==> src/hdl/simtGroupPkg.sv <==
package simtGroupPkg;

    //////////////////////////////////////////////////////////////
    // datapath and DMA port widths
    //////////////////////////////////////////////////////////////

    localparam int XLen      = 32;   // data and address width
    localparam int DmaWidthW = 10;   // transfer length field

    // command placed on the shared DMA port
    typedef enum logic [1:0] {
        dmaNone = 2'b00,
        dmaD2s  = 2'b01,
        dmaS2d  = 2'b10
    } dmaCmdT;

endpackage

==> src/hdl/fetchSelector.sv <==
`timescale 1ns/1ps

module fetchSelector
    import simtGroupPkg::*;
#(
    parameter int NumCores = 4
)
(
    input  logic                          clk,
    input  logic                          reset,
    input  logic [NumCores-1:0][XLen-1:0] pcs,
    input  logic [NumCores-1:0]           halted,
    output logic [XLen-1:0]               fetchAddr,
    output logic                          halt
);

    logic [XLen-1:0] minPc;
    logic [XLen-1:0] lastAddr;   // fetch address frozen at group halt

    // lowest pc among the live threads
    always_comb
    begin
        minPc = '1;
        for (int i = 0; i < NumCores; i++)
            if (!halted[i] && pcs[i] < minPc)
                minPc = pcs[i];
    end

    always_ff @(posedge clk or posedge reset)
    begin
        if (reset)
            lastAddr <= '0;
        else if (!halt)
            lastAddr <= minPc;
    end

    assign halt      = &halted;   // group done only when every thread is
    assign fetchAddr = halt ? lastAddr : minPc;

endmodule

==> config.mk <==
export PLATFORM = sky130hd
export DESIGN_NAME = fetchSelector
export DESIGN_NICKNAME = d
export VERILOG_FILES = /design/src/hdl/simtGroupPkg.sv /design/src/hdl/fetchSelector.sv
export SDC_FILE = /design/constraint.sdc
export NUM_CORES = 1
export LEC_CHECK = 0
export ABC_AREA = 0
export ABC_CLOCK_PERIOD_IN_PS = 15710
export BUFFER_PORTS_ARGS = -buffer_cell sky130_fd_sc_hd__buf_2
export CORE_UTILIZATION = 40
export DETAILED_ROUTE_END_ITERATION = 10
export PLACE_DENSITY = 0.65
export REMOVE_ABC_BUFFERS = 1
export SYNTH_ARGS = -nofsm -noshare
export SYNTH_HDL_FRONTEND = slang
export SYNTH_SLANG_ARGS = --single-unit
export TNS_END_PERCENT = 30
==> constraint.sdc <==
create_clock -name clk -period 15.71 [get_ports clk]
set_input_delay 3.142 -clock clk [delete_from_list [all_inputs] [get_ports clk]]
set_output_delay 3.142 -clock clk [all_outputs]
set_load 0.1 [all_outputs]
==> results by group <==
Floorplanning
  • Die ar.: 0.0137 sq mm
  • Num ports: between 150 and 200
  • Row cnt: 41
  • Initial core utilization: 0.414
  • Die Height: between 100 and 150 microns
  • Core area: between 0.01 and 0.015 sq mm
  • Die X: about 120 microns

Run
  • MaxCap Viol Count: 0

Placed design
  • Port bufs: about 170
  • Cells after DPL: 980
  • Post-detail-place hpwl: between 15 and 20 mm
  • Global placement routability congestion: about 0.95

Cells and area
  • Number of flip-flops under the largest register name: 32
  • Fin cells: between 900 and 1000
  • Biggest regs: lastAddr x32
  • Layout Nets: ~1000
  • Share of layout cells above drive strength 1: 0.322
  • Area Overhead vs Synth: 30.8%
  • Final core utilization: 0.541
  • Top reg by flops: lastAddr

Synth
  • Count leader, synth: o21ai_0
  • Count of cell types in the netlist: 50
  • Post-synth top cells: o21ai_0, ha_1, nor2_1
  • Mapped Avg Cell Area: a little under 8 sq um
  • Post-synthesis sequential area ratio: 0.152
  • Cell taking the most area after synthesis: ha_1
  • Post-synth EDFFs: 0
  • Async SR Flop Fraction: 1.00
  • Mapped Area: ~0.0053 sq mm
  • Register bit count reported by yosys: 32
  • Mapped Cells: approximately 670
  • Dominant cells by area after synthesis: ha_1, dfrtp_1, o211ai_2
  • Synth top area share: 0.213
  • Synth Flop Type: dfrtp_1
  • Yosys warning total: 0

Setup path
  • Critical Path AT: about 12000 ps
  • CP max-delay cell: or4_1
  • Worst EP required: between 10000 and 15000 ps
  • Critical path's largest stage delay: 600 ps
  • Worst Path Class, Setup: in2out
  • CP Launch Type: input port
  • Crit. End Element: output pin
  • Crit-path max FO: 63
  • Most common cell on crit path: a21o_1

Timing
  • Skew final: 0 ps
  • Finish-stage setup viols: 0
  • Final hold slack: roughly 520 ps
  • Slew headroom: 0.508
  • Final Hold Vio Count: 0
  • Max-slew violations: 0
  • Least-Margin Pin Slew: 739 ps
  • Fmax: around 0.067 GHz
  • Minimum clock period: approximately 15000 ps
  • Tcrit/Tclk final: 0.957
  • Unrepaired setup endpoints after global routing: no

Power and ir drop
  • Leakage: roughly 3.3 nW
  • Largest vdd supply drop: ~0.045 mV
  • PD cells: a little over 100 mW/mm^2

CTS
  • Num CTS Buffers: 5
  • H-tree depth: 2
  • CTS tree: done
  • Bufs on Longest Clock Path: 2
  • Root Driver: clkbuf_16
  • # clock sinks: 32
  • Worst skew pair latency: 290 ps
  • Clock-pin transition on the worst setup and hold timing paths: roughly 50 ps

Detailed routing
  • Routed WL: 18.6 mm
  • Vias per inst: just under 6
  • Detail Route Antenna Nets: 0
  • WL per Instance: 18.8 microns
  • Vias: around 5800
  • Pre-Repair DR Iteration Count: 7
  • 1st-iter DRT viols: 394
  • Drt drc: 0

Global route
  • Largest net degree at the start of global routing: 64
  • Global-route wire length before repair: a little under 30 mm
  • Initial antenna violation count: 0
  • Grt ovf: 0
  • GR Util All Layers: 0.278
  • Vias in the first global route: ~5600

Run status
  • Status: finished clean

Min path
  • Worst Hold Class: reg2reg
## where the power goes
| group | internal (mW) | switching, mW |
|---|---|---|
| clock network | 0.0666 | 0.0387 |
| registers | 0.103 | 0.00589 |
| logic | 0.172 | 0.316 |
| total | 0.341 | 0.360 |
## layout by cell type (no fill, tap or decap), types with 2 or more instances in the layout
cell type	n
a211o_1	2
a211oi_1	4
a21o_1	27
a21oi_1	56
a311oi_1	2
and3_1	31
and4_1	2
buf_12	31
buf_2	135
buf_4	18
clkbuf_16	5
clkbuf_8	2
dfrtp_1	32
ha_1	90
inv_1	5
nand2_1	44
nand2b_1	4
nand3_1	6
nand4_1	29
nor2_1	74
nor2b_1	5
nor3_1	5
o2111ai_1	3
o211ai_1	4
o211ai_2	60
o21a_1	2
o21ai_0	102
o21ai_1	3
o22ai_1	3
or2_2	2
or3_1	2
or4_1	2
## kinds of logic (layout without fill, tap and decap cells)
group                    count (synthesis)  after routing  share of synthesized area
AO/OA/AOI/OAI                          282            282                      0.390
flip-flops                              32             32                      0.152
other                                    0              1                          0
buffers and inverters                   49            196                     0.0452
adder cells (fa/ha/maj)                 91             91                      0.215
multiplexers                             1              1                    0.00189
AND/OR/NAND/NOR                        213            214                      0.196
## worst max-delay path, delay by kind of cell
family	cells	cell delay (ps)
simple gates	15	3530
compound gates	14	3320
fa+ha+maj	3	950
buf+inv	4	910
## metal layers
metal	global-route usage	share of wire
met4	0.0667	0.012
met1	0.391	0.46
met2	0.461	0.47
met5	0	0
met3	0.0211	0.060
## final cells by class
| class | count | area, sq um |
|---|---|---|
| clock buffers | 7 | 153 |
| well taps | 172 | 215 |
| fillers | 1204 | 5860 |
| repair buffers | 184 | 1430 |
| diodes | 1 | 2.50 |
| flip-flops and latches | 32 | 801 |
| inverters | 5 | 18.8 |
| multi-input cells | 588 | 4290 |
## through the flow
stage	TNS [ps]	total power, mW	setup WS (ps)	area, sq um
finish	0	0.702	673	6910
CTS	0	0.702	86.1	6870
global route	0	0.736	7.43	6910
floorplan	-3030	0.419	-1800	5060
global placement	0	0.587	240	6720
detailed placement	0	0.595	119	6720
## what timing repair did
action	in CTS	in global routing
endpoints found under the setup margin	0	32
gates resized for setup	0	10
hold buffers	0	0
buffers inserted	0	0
## path summary, 6_finish.rpt
| check | startpoint | endpoint | slack [ps] | cells after the start |
|---|---|---|---|---|
| setup / recovery | pcs[17] | fetchAddr[18] | 670 | 36 |
| hold / removal | lastAddr[25] | lastAddr[25] | 520 | 2 |
| setup reg to reg | lastAddr[1] | lastAddr[1] | 14730 | 2 |
| hold reg to reg | lastAddr[25] | lastAddr[25] | 520 | 2 |
| max in group asynchronous | reset | lastAddr[13] | 12440 | 3 |
| min in group asynchronous | reset | lastAddr[0] | 2950 | 3 |
No activity file was read; power rests on OpenSTA's default activity.
