==> config.mk <==
export PLATFORM = sky130hd
export DESIGN_NAME = simtCore_flat
export DESIGN_NICKNAME = d
export VERILOG_FILES = /design/src/hdl/simtGroupPkg.sv /design/src/hdl/simtIsaPkg.sv /design/src/hdl/dmaReqIf.sv /design/src/hdl/instrDecoder.sv /design/src/hdl/simtCore.sv /design/src/flat_wrapper.sv
export SDC_FILE = /design/constraint.sdc
export NUM_CORES = 2
export LEC_CHECK = 0
export BUFFER_PORTS_ARGS = -buffer_cell sky130_fd_sc_hd__buf_4
export CAP_MARGIN = 20
export CORE_MARGIN = 2
export CORE_UTILIZATION = 35
export CTS_BUF_LIST = sky130_fd_sc_hd__clkbuf_8
export DETAILED_ROUTE_END_ITERATION = 8
export GPL_TIMING_DRIVEN = 0
export PLACE_DENSITY = 0.52
export SLEW_MARGIN = 30
export SYNTH_ARGS = -nofsm -noshare
export SYNTH_HDL_FRONTEND = slang
export SYNTH_SLANG_ARGS = --single-unit
==> constraint.sdc <==
create_clock -name clk -period 50 [get_ports clk]
set_clock_uncertainty 0.2 [all_clocks]
set_input_delay 5 -clock clk [delete_from_list [all_inputs] [get_ports clk]]
set_output_delay 5 -clock clk [all_outputs]
set_load 0.03 [all_outputs]
==> src/hdl/simtGroupPkg.sv <==
package simtGroupPkg;

    //////////////////////////////////////////////////////////////
    // datapath and DMA port widths
    //////////////////////////////////////////////////////////////

    localparam int XLen      = 32;   // data and address width
    localparam int DmaWidthW = 10;   // transfer length field

    // command placed on the shared DMA port
    typedef enum logic [1:0] {
        dmaNone = 2'b00,
        dmaD2s  = 2'b01,
        dmaS2d  = 2'b10
    } dmaCmdT;

endpackage

==> src/hdl/simtIsaPkg.sv <==
package simtIsaPkg;

    //////////////////////////////////////////////////////////////
    // instruction word layout
    //////////////////////////////////////////////////////////////

    localparam int OpcodeW   = 6;
    localparam int FunctW    = 6;
    localparam int RegAddrW  = 5;
    localparam int RegCount  = 32;
    localparam int ImmW      = 16;
    localparam int TargetW   = 26;

    localparam int OpcodeLsb = 26;
    localparam int RsLsb     = 21;
    localparam int RtLsb     = 16;
    localparam int RdLsb     = 11;
    localparam int FunctLsb  = 0;
    localparam int ImmLsb    = 0;
    localparam int TargetLsb = 0;

    typedef enum logic [OpcodeW-1:0] {
        opRtype = 6'b000000,
        opJ     = 6'b000010,
        opBeq   = 6'b000100,
        opAddi  = 6'b001000,
        opAndi  = 6'b001100,
        opOri   = 6'b001101,
        opHalt  = 6'b001110,
        opLui   = 6'b001111,
        opD2s   = 6'b110001,   // dram to sram
        opS2d   = 6'b111001    // sram to dram
    } opcodeT;

    typedef enum logic [FunctW-1:0] {
        functAdd = 6'b100000,
        functSub = 6'b100010,
        functAnd = 6'b100100,
        functOr  = 6'b100101,
        functSlt = 6'b101010
    } functT;

    typedef enum logic [2:0] {aluAdd, aluSub, aluAnd, aluOr, aluSlt} aluOpT;

endpackage

==> src/hdl/dmaReqIf.sv <==
`timescale 1ns/1ps

// one core's request toward the DMA arbiter
interface dmaReqIf
    import simtGroupPkg::*;
();

    logic                 req;     // level, high while the DMA instruction is fetched
    dmaCmdT               cmd;
    logic [XLen-1:0]      src;     // rs value
    logic [XLen-1:0]      dst;     // rt value
    logic [DmaWidthW-1:0] width;
    logic                 grant;   // strobe from the arbiter

    modport core (
        output req, cmd, src, dst, width,
        input  grant
    );

    modport arbiter (
        input  req, cmd, src, dst, width,
        output grant
    );

endinterface

==> src/hdl/instrDecoder.sv <==
`timescale 1ns/1ps

module instrDecoder
    import simtIsaPkg::*, simtGroupPkg::*;
(
    input  logic [XLen-1:0] instr,
    output logic            regWrite,
    output logic            regDst,
    output logic            zeroImm,
    output logic            aluSrc,
    output logic            immToUpper,
    output aluOpT           aluOp,
    output logic            branch,
    output logic            jump,
    output logic            isHalt,
    output dmaCmdT          dmaCmd
);

    opcodeT opcode;
    functT  funct;

    assign opcode = opcodeT'(instr[OpcodeLsb +: OpcodeW]);
    assign funct  = functT'(instr[FunctLsb +: FunctW]);

    always_comb
    begin
        // everything off, unknown opcodes fall through as a no-op
        regWrite   = 1'b0;
        regDst     = 1'b0;
        zeroImm    = 1'b0;
        aluSrc     = 1'b0;
        immToUpper = 1'b0;
        aluOp      = aluAdd;
        branch     = 1'b0;
        jump       = 1'b0;
        isHalt     = 1'b0;
        dmaCmd     = dmaNone;
        case (opcode)
            opRtype:
            begin
                regWrite = 1'b1;
                regDst   = 1'b1;
                case (funct)
                    functAdd: aluOp = aluAdd;
                    functSub: aluOp = aluSub;
                    functAnd: aluOp = aluAnd;
                    functOr:  aluOp = aluOr;
                    functSlt: aluOp = aluSlt;
                    default:  regWrite = 1'b0;   // bad funct, no write
                endcase
            end
            opAddi:
            begin
                regWrite = 1'b1;
                aluSrc   = 1'b1;
            end
            opAndi:
            begin
                regWrite = 1'b1;
                aluSrc   = 1'b1;
                zeroImm  = 1'b1;
                aluOp    = aluAnd;
            end
            opOri:
            begin
                regWrite = 1'b1;
                aluSrc   = 1'b1;
                zeroImm  = 1'b1;
                aluOp    = aluOr;
            end
            opLui:
            begin
                regWrite   = 1'b1;
                immToUpper = 1'b1;
            end
            opBeq:
            begin
                branch = 1'b1;
                aluOp  = aluSub;   // equal when the difference is zero
            end
            opJ:    jump   = 1'b1;
            opHalt: isHalt = 1'b1;
            opD2s:  dmaCmd = dmaD2s;
            opS2d:  dmaCmd = dmaS2d;
            default: ;
        endcase
    end

endmodule

==> src/hdl/simtCore.sv <==
`timescale 1ns/1ps

module simtCore
    import simtIsaPkg::*, simtGroupPkg::*;
#(
    parameter int ThreadId = 0
)
(
    input  logic            clk,
    input  logic            reset,
    input  logic            dmaStall,
    input  logic [XLen-1:0] fetchAddr,
    input  logic [XLen-1:0] instr,
    output logic [XLen-1:0] pc,
    output logic            halted,
    dmaReqIf.core           dma
);

    logic [XLen-1:0]     regFile [RegCount];
    logic [RegAddrW-1:0] rsAddr;
    logic [RegAddrW-1:0] rtAddr;
    logic [RegAddrW-1:0] rdAddr;
    logic [RegAddrW-1:0] wrAddr;
    logic [XLen-1:0]     rsVal;
    logic [XLen-1:0]     rtVal;
    logic [XLen-1:0]     immExt;
    logic [XLen-1:0]     srcB;
    logic [XLen-1:0]     aluResult;
    logic [XLen-1:0]     wrData;
    logic [XLen-1:0]     pcPlus4;
    logic [XLen-1:0]     branchTarget;
    logic [XLen-1:0]     jumpTarget;
    logic [XLen-1:0]     nextPc;
    logic                regWrite;
    logic                regDst;
    logic                zeroImm;
    logic                aluSrc;
    logic                immToUpper;
    logic                branch;
    logic                jump;
    logic                isHalt;
    aluOpT               aluOp;
    dmaCmdT              dmaCmd;
    logic                active;
    logic                isDma;
    logic                retire;

    instrDecoder u_instrDecoder (
        .instr      (instr),
        .regWrite   (regWrite),
        .regDst     (regDst),
        .zeroImm    (zeroImm),
        .aluSrc     (aluSrc),
        .immToUpper (immToUpper),
        .aluOp      (aluOp),
        .branch     (branch),
        .jump       (jump),
        .isHalt     (isHalt),
        .dmaCmd     (dmaCmd)
    );

    //////////////////////////////////////////////////////////////
    // operands and ALU
    //////////////////////////////////////////////////////////////

    assign rsAddr = instr[RsLsb +: RegAddrW];
    assign rtAddr = instr[RtLsb +: RegAddrW];
    assign rdAddr = instr[RdLsb +: RegAddrW];
    assign rsVal  = regFile[rsAddr];
    assign rtVal  = regFile[rtAddr];

    // andi and ori take the immediate zero extended
    assign immExt = zeroImm ? {{(XLen-ImmW){1'b0}}, instr[ImmLsb +: ImmW]}
                            : {{(XLen-ImmW){instr[ImmLsb+ImmW-1]}}, instr[ImmLsb +: ImmW]};
    assign srcB   = aluSrc ? immExt : rtVal;

    always_comb
    begin
        case (aluOp)
            aluSub:  aluResult = rsVal - srcB;
            aluAnd:  aluResult = rsVal & srcB;
            aluOr:   aluResult = rsVal | srcB;
            aluSlt:  aluResult = {{(XLen-1){1'b0}}, $signed(rsVal) < $signed(srcB)};
            default: aluResult = rsVal + srcB;
        endcase
    end

    assign wrData = immToUpper ? {instr[ImmLsb +: ImmW], {(XLen-ImmW){1'b0}}} : aluResult;
    assign wrAddr = regDst ? rdAddr : rtAddr;

    // next pc
    assign pcPlus4      = pc + XLen'(4);
    assign branchTarget = pcPlus4 + {immExt[XLen-3:0], 2'b00};
    assign jumpTarget   = {pcPlus4[XLen-1:TargetW+2], instr[TargetLsb +: TargetW], 2'b00};

    always_comb
    begin
        if (jump)
            nextPc = jumpTarget;
        else if (branch && aluResult == '0)
            nextPc = branchTarget;
        else if (isHalt)
            nextPc = pc;   // a halted thread parks on its halt
        else
            nextPc = pcPlus4;
    end

    // this thread runs only when the shared fetch is its own pc
    assign active = !dmaStall && !halted && (pc == fetchAddr);
    assign isDma  = (dmaCmd != dmaNone);
    assign retire = active && (!isDma || dma.grant);   // losers retry next cycle

    assign dma.req   = active && isDma;
    assign dma.cmd   = dmaCmd;
    assign dma.src   = rsVal;
    assign dma.dst   = rtVal;
    assign dma.width = instr[ImmLsb +: DmaWidthW];

    //////////////////////////////////////////////////////////////
    // architectural state
    //////////////////////////////////////////////////////////////

    always_ff @(posedge clk or posedge reset)
    begin
        if (reset)
        begin
            pc     <= '0;
            halted <= 1'b0;
        end
        else if (retire)
        begin
            pc <= nextPc;
            if (isHalt)
                halted <= 1'b1;
        end
    end

    // r1 starts at the thread number so a beq can split threads
    always_ff @(posedge clk or posedge reset)
    begin
        if (reset)
        begin
            for (int i = 0; i < RegCount; i++)
                regFile[i] <= (i == 1) ? XLen'(ThreadId) : '0;
        end
        else if (retire && regWrite && wrAddr != '0)
            regFile[wrAddr] <= wrData;   // r0 stays zero
    end

endmodule

==> src/flat_wrapper.sv <==
// flat-port wrapper written by rule: the top's interface ports become plain ports
module simtCore_flat import simtIsaPkg::*, simtGroupPkg::*;
#(
    parameter int ThreadId = 0
)
  (clk, reset, dmaStall, fetchAddr, instr, pc, halted, dma_req, dma_cmd, dma_src, dma_dst, dma_width, dma_grant);
  dmaReqIf dma_i ();
  input  logic clk;
  input  logic reset;
  input  logic dmaStall;
  input  logic [XLen-1:0] fetchAddr;
  input  logic [XLen-1:0] instr;
  output logic [XLen-1:0] pc;
  output logic halted;
  output wire logic [$bits(dma_i.req)-1:0] dma_req;
  output wire logic [$bits(dma_i.cmd)-1:0] dma_cmd;
  output wire logic [$bits(dma_i.src)-1:0] dma_src;
  output wire logic [$bits(dma_i.dst)-1:0] dma_dst;
  output wire logic [$bits(dma_i.width)-1:0] dma_width;
  input wire logic [$bits(dma_i.grant)-1:0] dma_grant;
  assign dma_req = dma_i.req;
  assign dma_cmd = dma_i.cmd;
  assign dma_src = dma_i.src;
  assign dma_dst = dma_i.dst;
  assign dma_width = dma_i.width;
  assign dma_i.grant = dma_grant;
  simtCore #(.ThreadId(ThreadId)) u_core (.clk(clk), .reset(reset), .dmaStall(dmaStall), .fetchAddr(fetchAddr), .instr(instr), .pc(pc), .halted(halted), .dma(dma_i));
endmodule
==> flow_summary.yaml <==
clocking:
  clock_latency_ps: 1010
  cts_hold_buf: 0
  cts_max_path_buffers: 3
  post_cts_buffers: 0
  h-tree-depth: 4
  root_buffer: "clkbuf_8"
  cts_made_buffers: 190
  cts_num_sinks: 1055
  clk_pin_slew_ps: 60
  ctsResizeCount: 0
  cts_tree: "built"
cells_and_area:
  layout-drive-gt1-share_pct: 19.5
  fin_nets: 6666
  final_area_um2: 71700
  final_cell_count_no_fill: 8992
  area_growth_pct: 14.4
floorplan:
  die_w_um: 427
  rows: 155
  ioPinCount: 178
  coreArea_um2: 178000
  initial_utilization_pct: 35.2
  die-area_um2: 183000
  chipHeight_um: 427
detailed_routing:
  vias: 56900
  wirelength_mm: 311
  drtIter0Drc: 7925
  vias_per_cell: 6.33
  wl_per_cell_um: 34.6
  ant_nets: 0
  drc: 0
  drt_pass1_iterations: 7
pwr:
  ir_drop_mv: 0.0245
  powerDensity_nw_per_um2: 28.0
  finalPower_mw: 2.01
  p_leak_nw: 31.5
place:
  gp_congestion: 0.979
  io_buffers: 172
  dp_hpwl_mm: 222
  place_area_um2: 67800
  dp.cells: 8647
synth:
  ys_seq_area_share_pct: 42.1
  ys_types: 110
  avgSynthCellArea_um2: 10.3
  syn_inst: 6096
  ys_seq_elements: 1055
  yosys.area.top_type: "dfrtp_1"
  synth.area.top_cells: "dfrtp_1 (42%), mux4_2 (15%), o21ai_0 (7.8%)"
  synthArstFlopShare_pct: 100
  synth.yosys.warnings: 0
  synth_top_flop_cell: "dfrtp_1"
  syn-cell-area_um2: 62700
  netlist.area_leader.share_pct: 42.1
  synth_edf_count: 0
grt:
  antenna_found_initial: 19
  grt_max_degree: 91
  grt_overflow: 0
  grt_pass1_wl_mm: 429
  grt_pass1_vias: 54500
  grt_usage_pct: 33.5
sta:
  finalCritPeriodShare_pct: 30.8
  worst_pin_slew_ps: 1210
  rsz0062_at_grt: "no"
  finalSetupViolCount: 0
  fin_crit_ps: 15400
  fmax_mhz: 64.9
  slew-limit-headroom_pct: 19.5
  tns_ps: 0
  finalHoldViolCount: 0
  finalMaxSlewViolations: 0
  worst_hold_slack_ps: 281
outcome:
  status: "complete, no violations"
critical_path:
  crit_path_end_kind: "output port"
  worst-path-max-fanout: 10
  cp.arrival_ps: 10200
  path_class: "in -> out"
  critPathRequiredTime_ps: 44800
  startpoint_type: "input pin"
run:
  max-cap-violations: 0
min_path:
  hold_path.class: "reg -> reg"
[worst max-delay path: stages]
cell and delay (ps):
buf_4 140, buf_6 190, buf_12 220, buf_12 200, buf_6 270, buf_2 580, clkbuf_1 580, buf_2 520
mux4_2 640, mux4_2 560, mux2i_1 770, inv_1 220, buf_4 240
[routing by layer]
metal	share of wire, %	vias up	track usage (%)
met5	0.015	-	0
met4	7.3	8	21.0
met3	12	912	10.6
met2	43	3765	48.2
met1	39	29300	43.7
li1	-	22900	-
[cell usage in the layout, fill, tap and decap left out, types with 21 or more instances in the layout]
cell,Yosys,layout
o21ai_0,982,979
xor2_1,36,36
o21bai_1,22,22
clkbuf_1,443,346
buf_2,22,50
nor3_1,39,37
mux2i_1,376,369
or2_2,23,23
buf_4,27,200
clkinv_2,0,21
nor2_1,135,132
and2_1,30,30
clkbuf_8,0,243
clkbuf_2,0,99
a22oi_1,149,149
o221ai_1,25,25
buf_6,30,35
a21o_1,22,22
mux4_2,424,424
ha_1,111,111
nand3_1,70,70
dfrtp_1,1055,1055
nand2b_1,30,30
nand2_1,1161,1161
inv_1,99,153
a21oi_1,178,176
xnor2_1,79,79
nor2b_1,22,21
and3_1,26,26
mux2_2,76,76
[cells by family (layout without fill, tap and decap cells)]
family | after synthesis | count (layout) | synth area share, %
other cells | 1 | 9 | 0.00598
simple gates | 1647 | 1647 | 11.3
flops | 1055 | 1055 | 42.1
xor+xnor | 115 | 115 | 1.61
compound gates | 1606 | 1606 | 15.2
fa+ha+maj | 112 | 112 | 2.25
buf+inv | 682 | 1215 | 4.89
mux | 878 | 878 | 22.7
[final cells by class]
cell class | instances | area, µm²
antenna | 7 | 17.5
buffer | 576 | 2820
clock buffer | 243 | 3340
clock inverter | 93 | 568
fill | 17500 | 106000
inverter | 106 | 410
multi-input combinational | 4360 | 33400
sequential | 1055 | 26400
tap | 2355 | 2950
timing repair buffer | 197 | 1830
[worst paths after layout]
kind	start	end	slack [ps]	depth (start not counted)
max	instr[21]	dma_src[31]	34600	13
min	u_core.regFile[1001]	u_core.regFile[1001]	280	1
max reg2reg	u_core.regFile[1]	u_core.pc[19]	41630	21
min reg2reg	u_core.regFile[1001]	u_core.regFile[1001]	280	1
max in group asynchronous	reset	u_core.pc[3]	43870	6
min in group asynchronous	reset	u_core.regFile[17]	3950	3
[state kept, by name, indices dropped and copies added (netlist names)]
name,count
u_core.regFile,1024
u_core.halted,1
u_core.pc,30
[through the flow]
stage / setup slack (ps) / utilization, %
after floorplan: 15100 / -
after detailed placement: 34560 / 38.0
final: 34600 / 40.3
after global placement: 2010 / 37.6
after global routing: 34610 / 40.2
after CTS: 34850 / 40.2
[power by group]
| group | switching [mW] | internal (mW) | leakage, nW |
|---|---|---|---|
| logic | 0.208 | 0.0770 | 14.5 |
| clock network | 0.421 | 0.449 | 2.23 |
| registers | 0.0000000000942 | 0.854 | 14.7 |
[cell usage after synthesis, drive strengths merged, types with 14 or more instances]
master,n
nand2,1161
dfrtp,1055
o21ai,984
clkbuf,443
mux4,426
mux2i,376
a21oi,180
a22oi,149
nor2,138
buf,133
ha,111
inv,105
xnor2,79
mux2,76
nand3,70
nor3,40
xor2,36
and2,31
nand2b,30
or2,27
and3,26
o221ai,25
a21o,22
nor2b,22
nor4,22
o21bai,22
a211oi,21
nand4,20
a221oi,19
o211ai,19
o22ai,17
o31ai,17
a31oi,15
or3,14
Note: power is estimated with default switching activity, not from simulation.
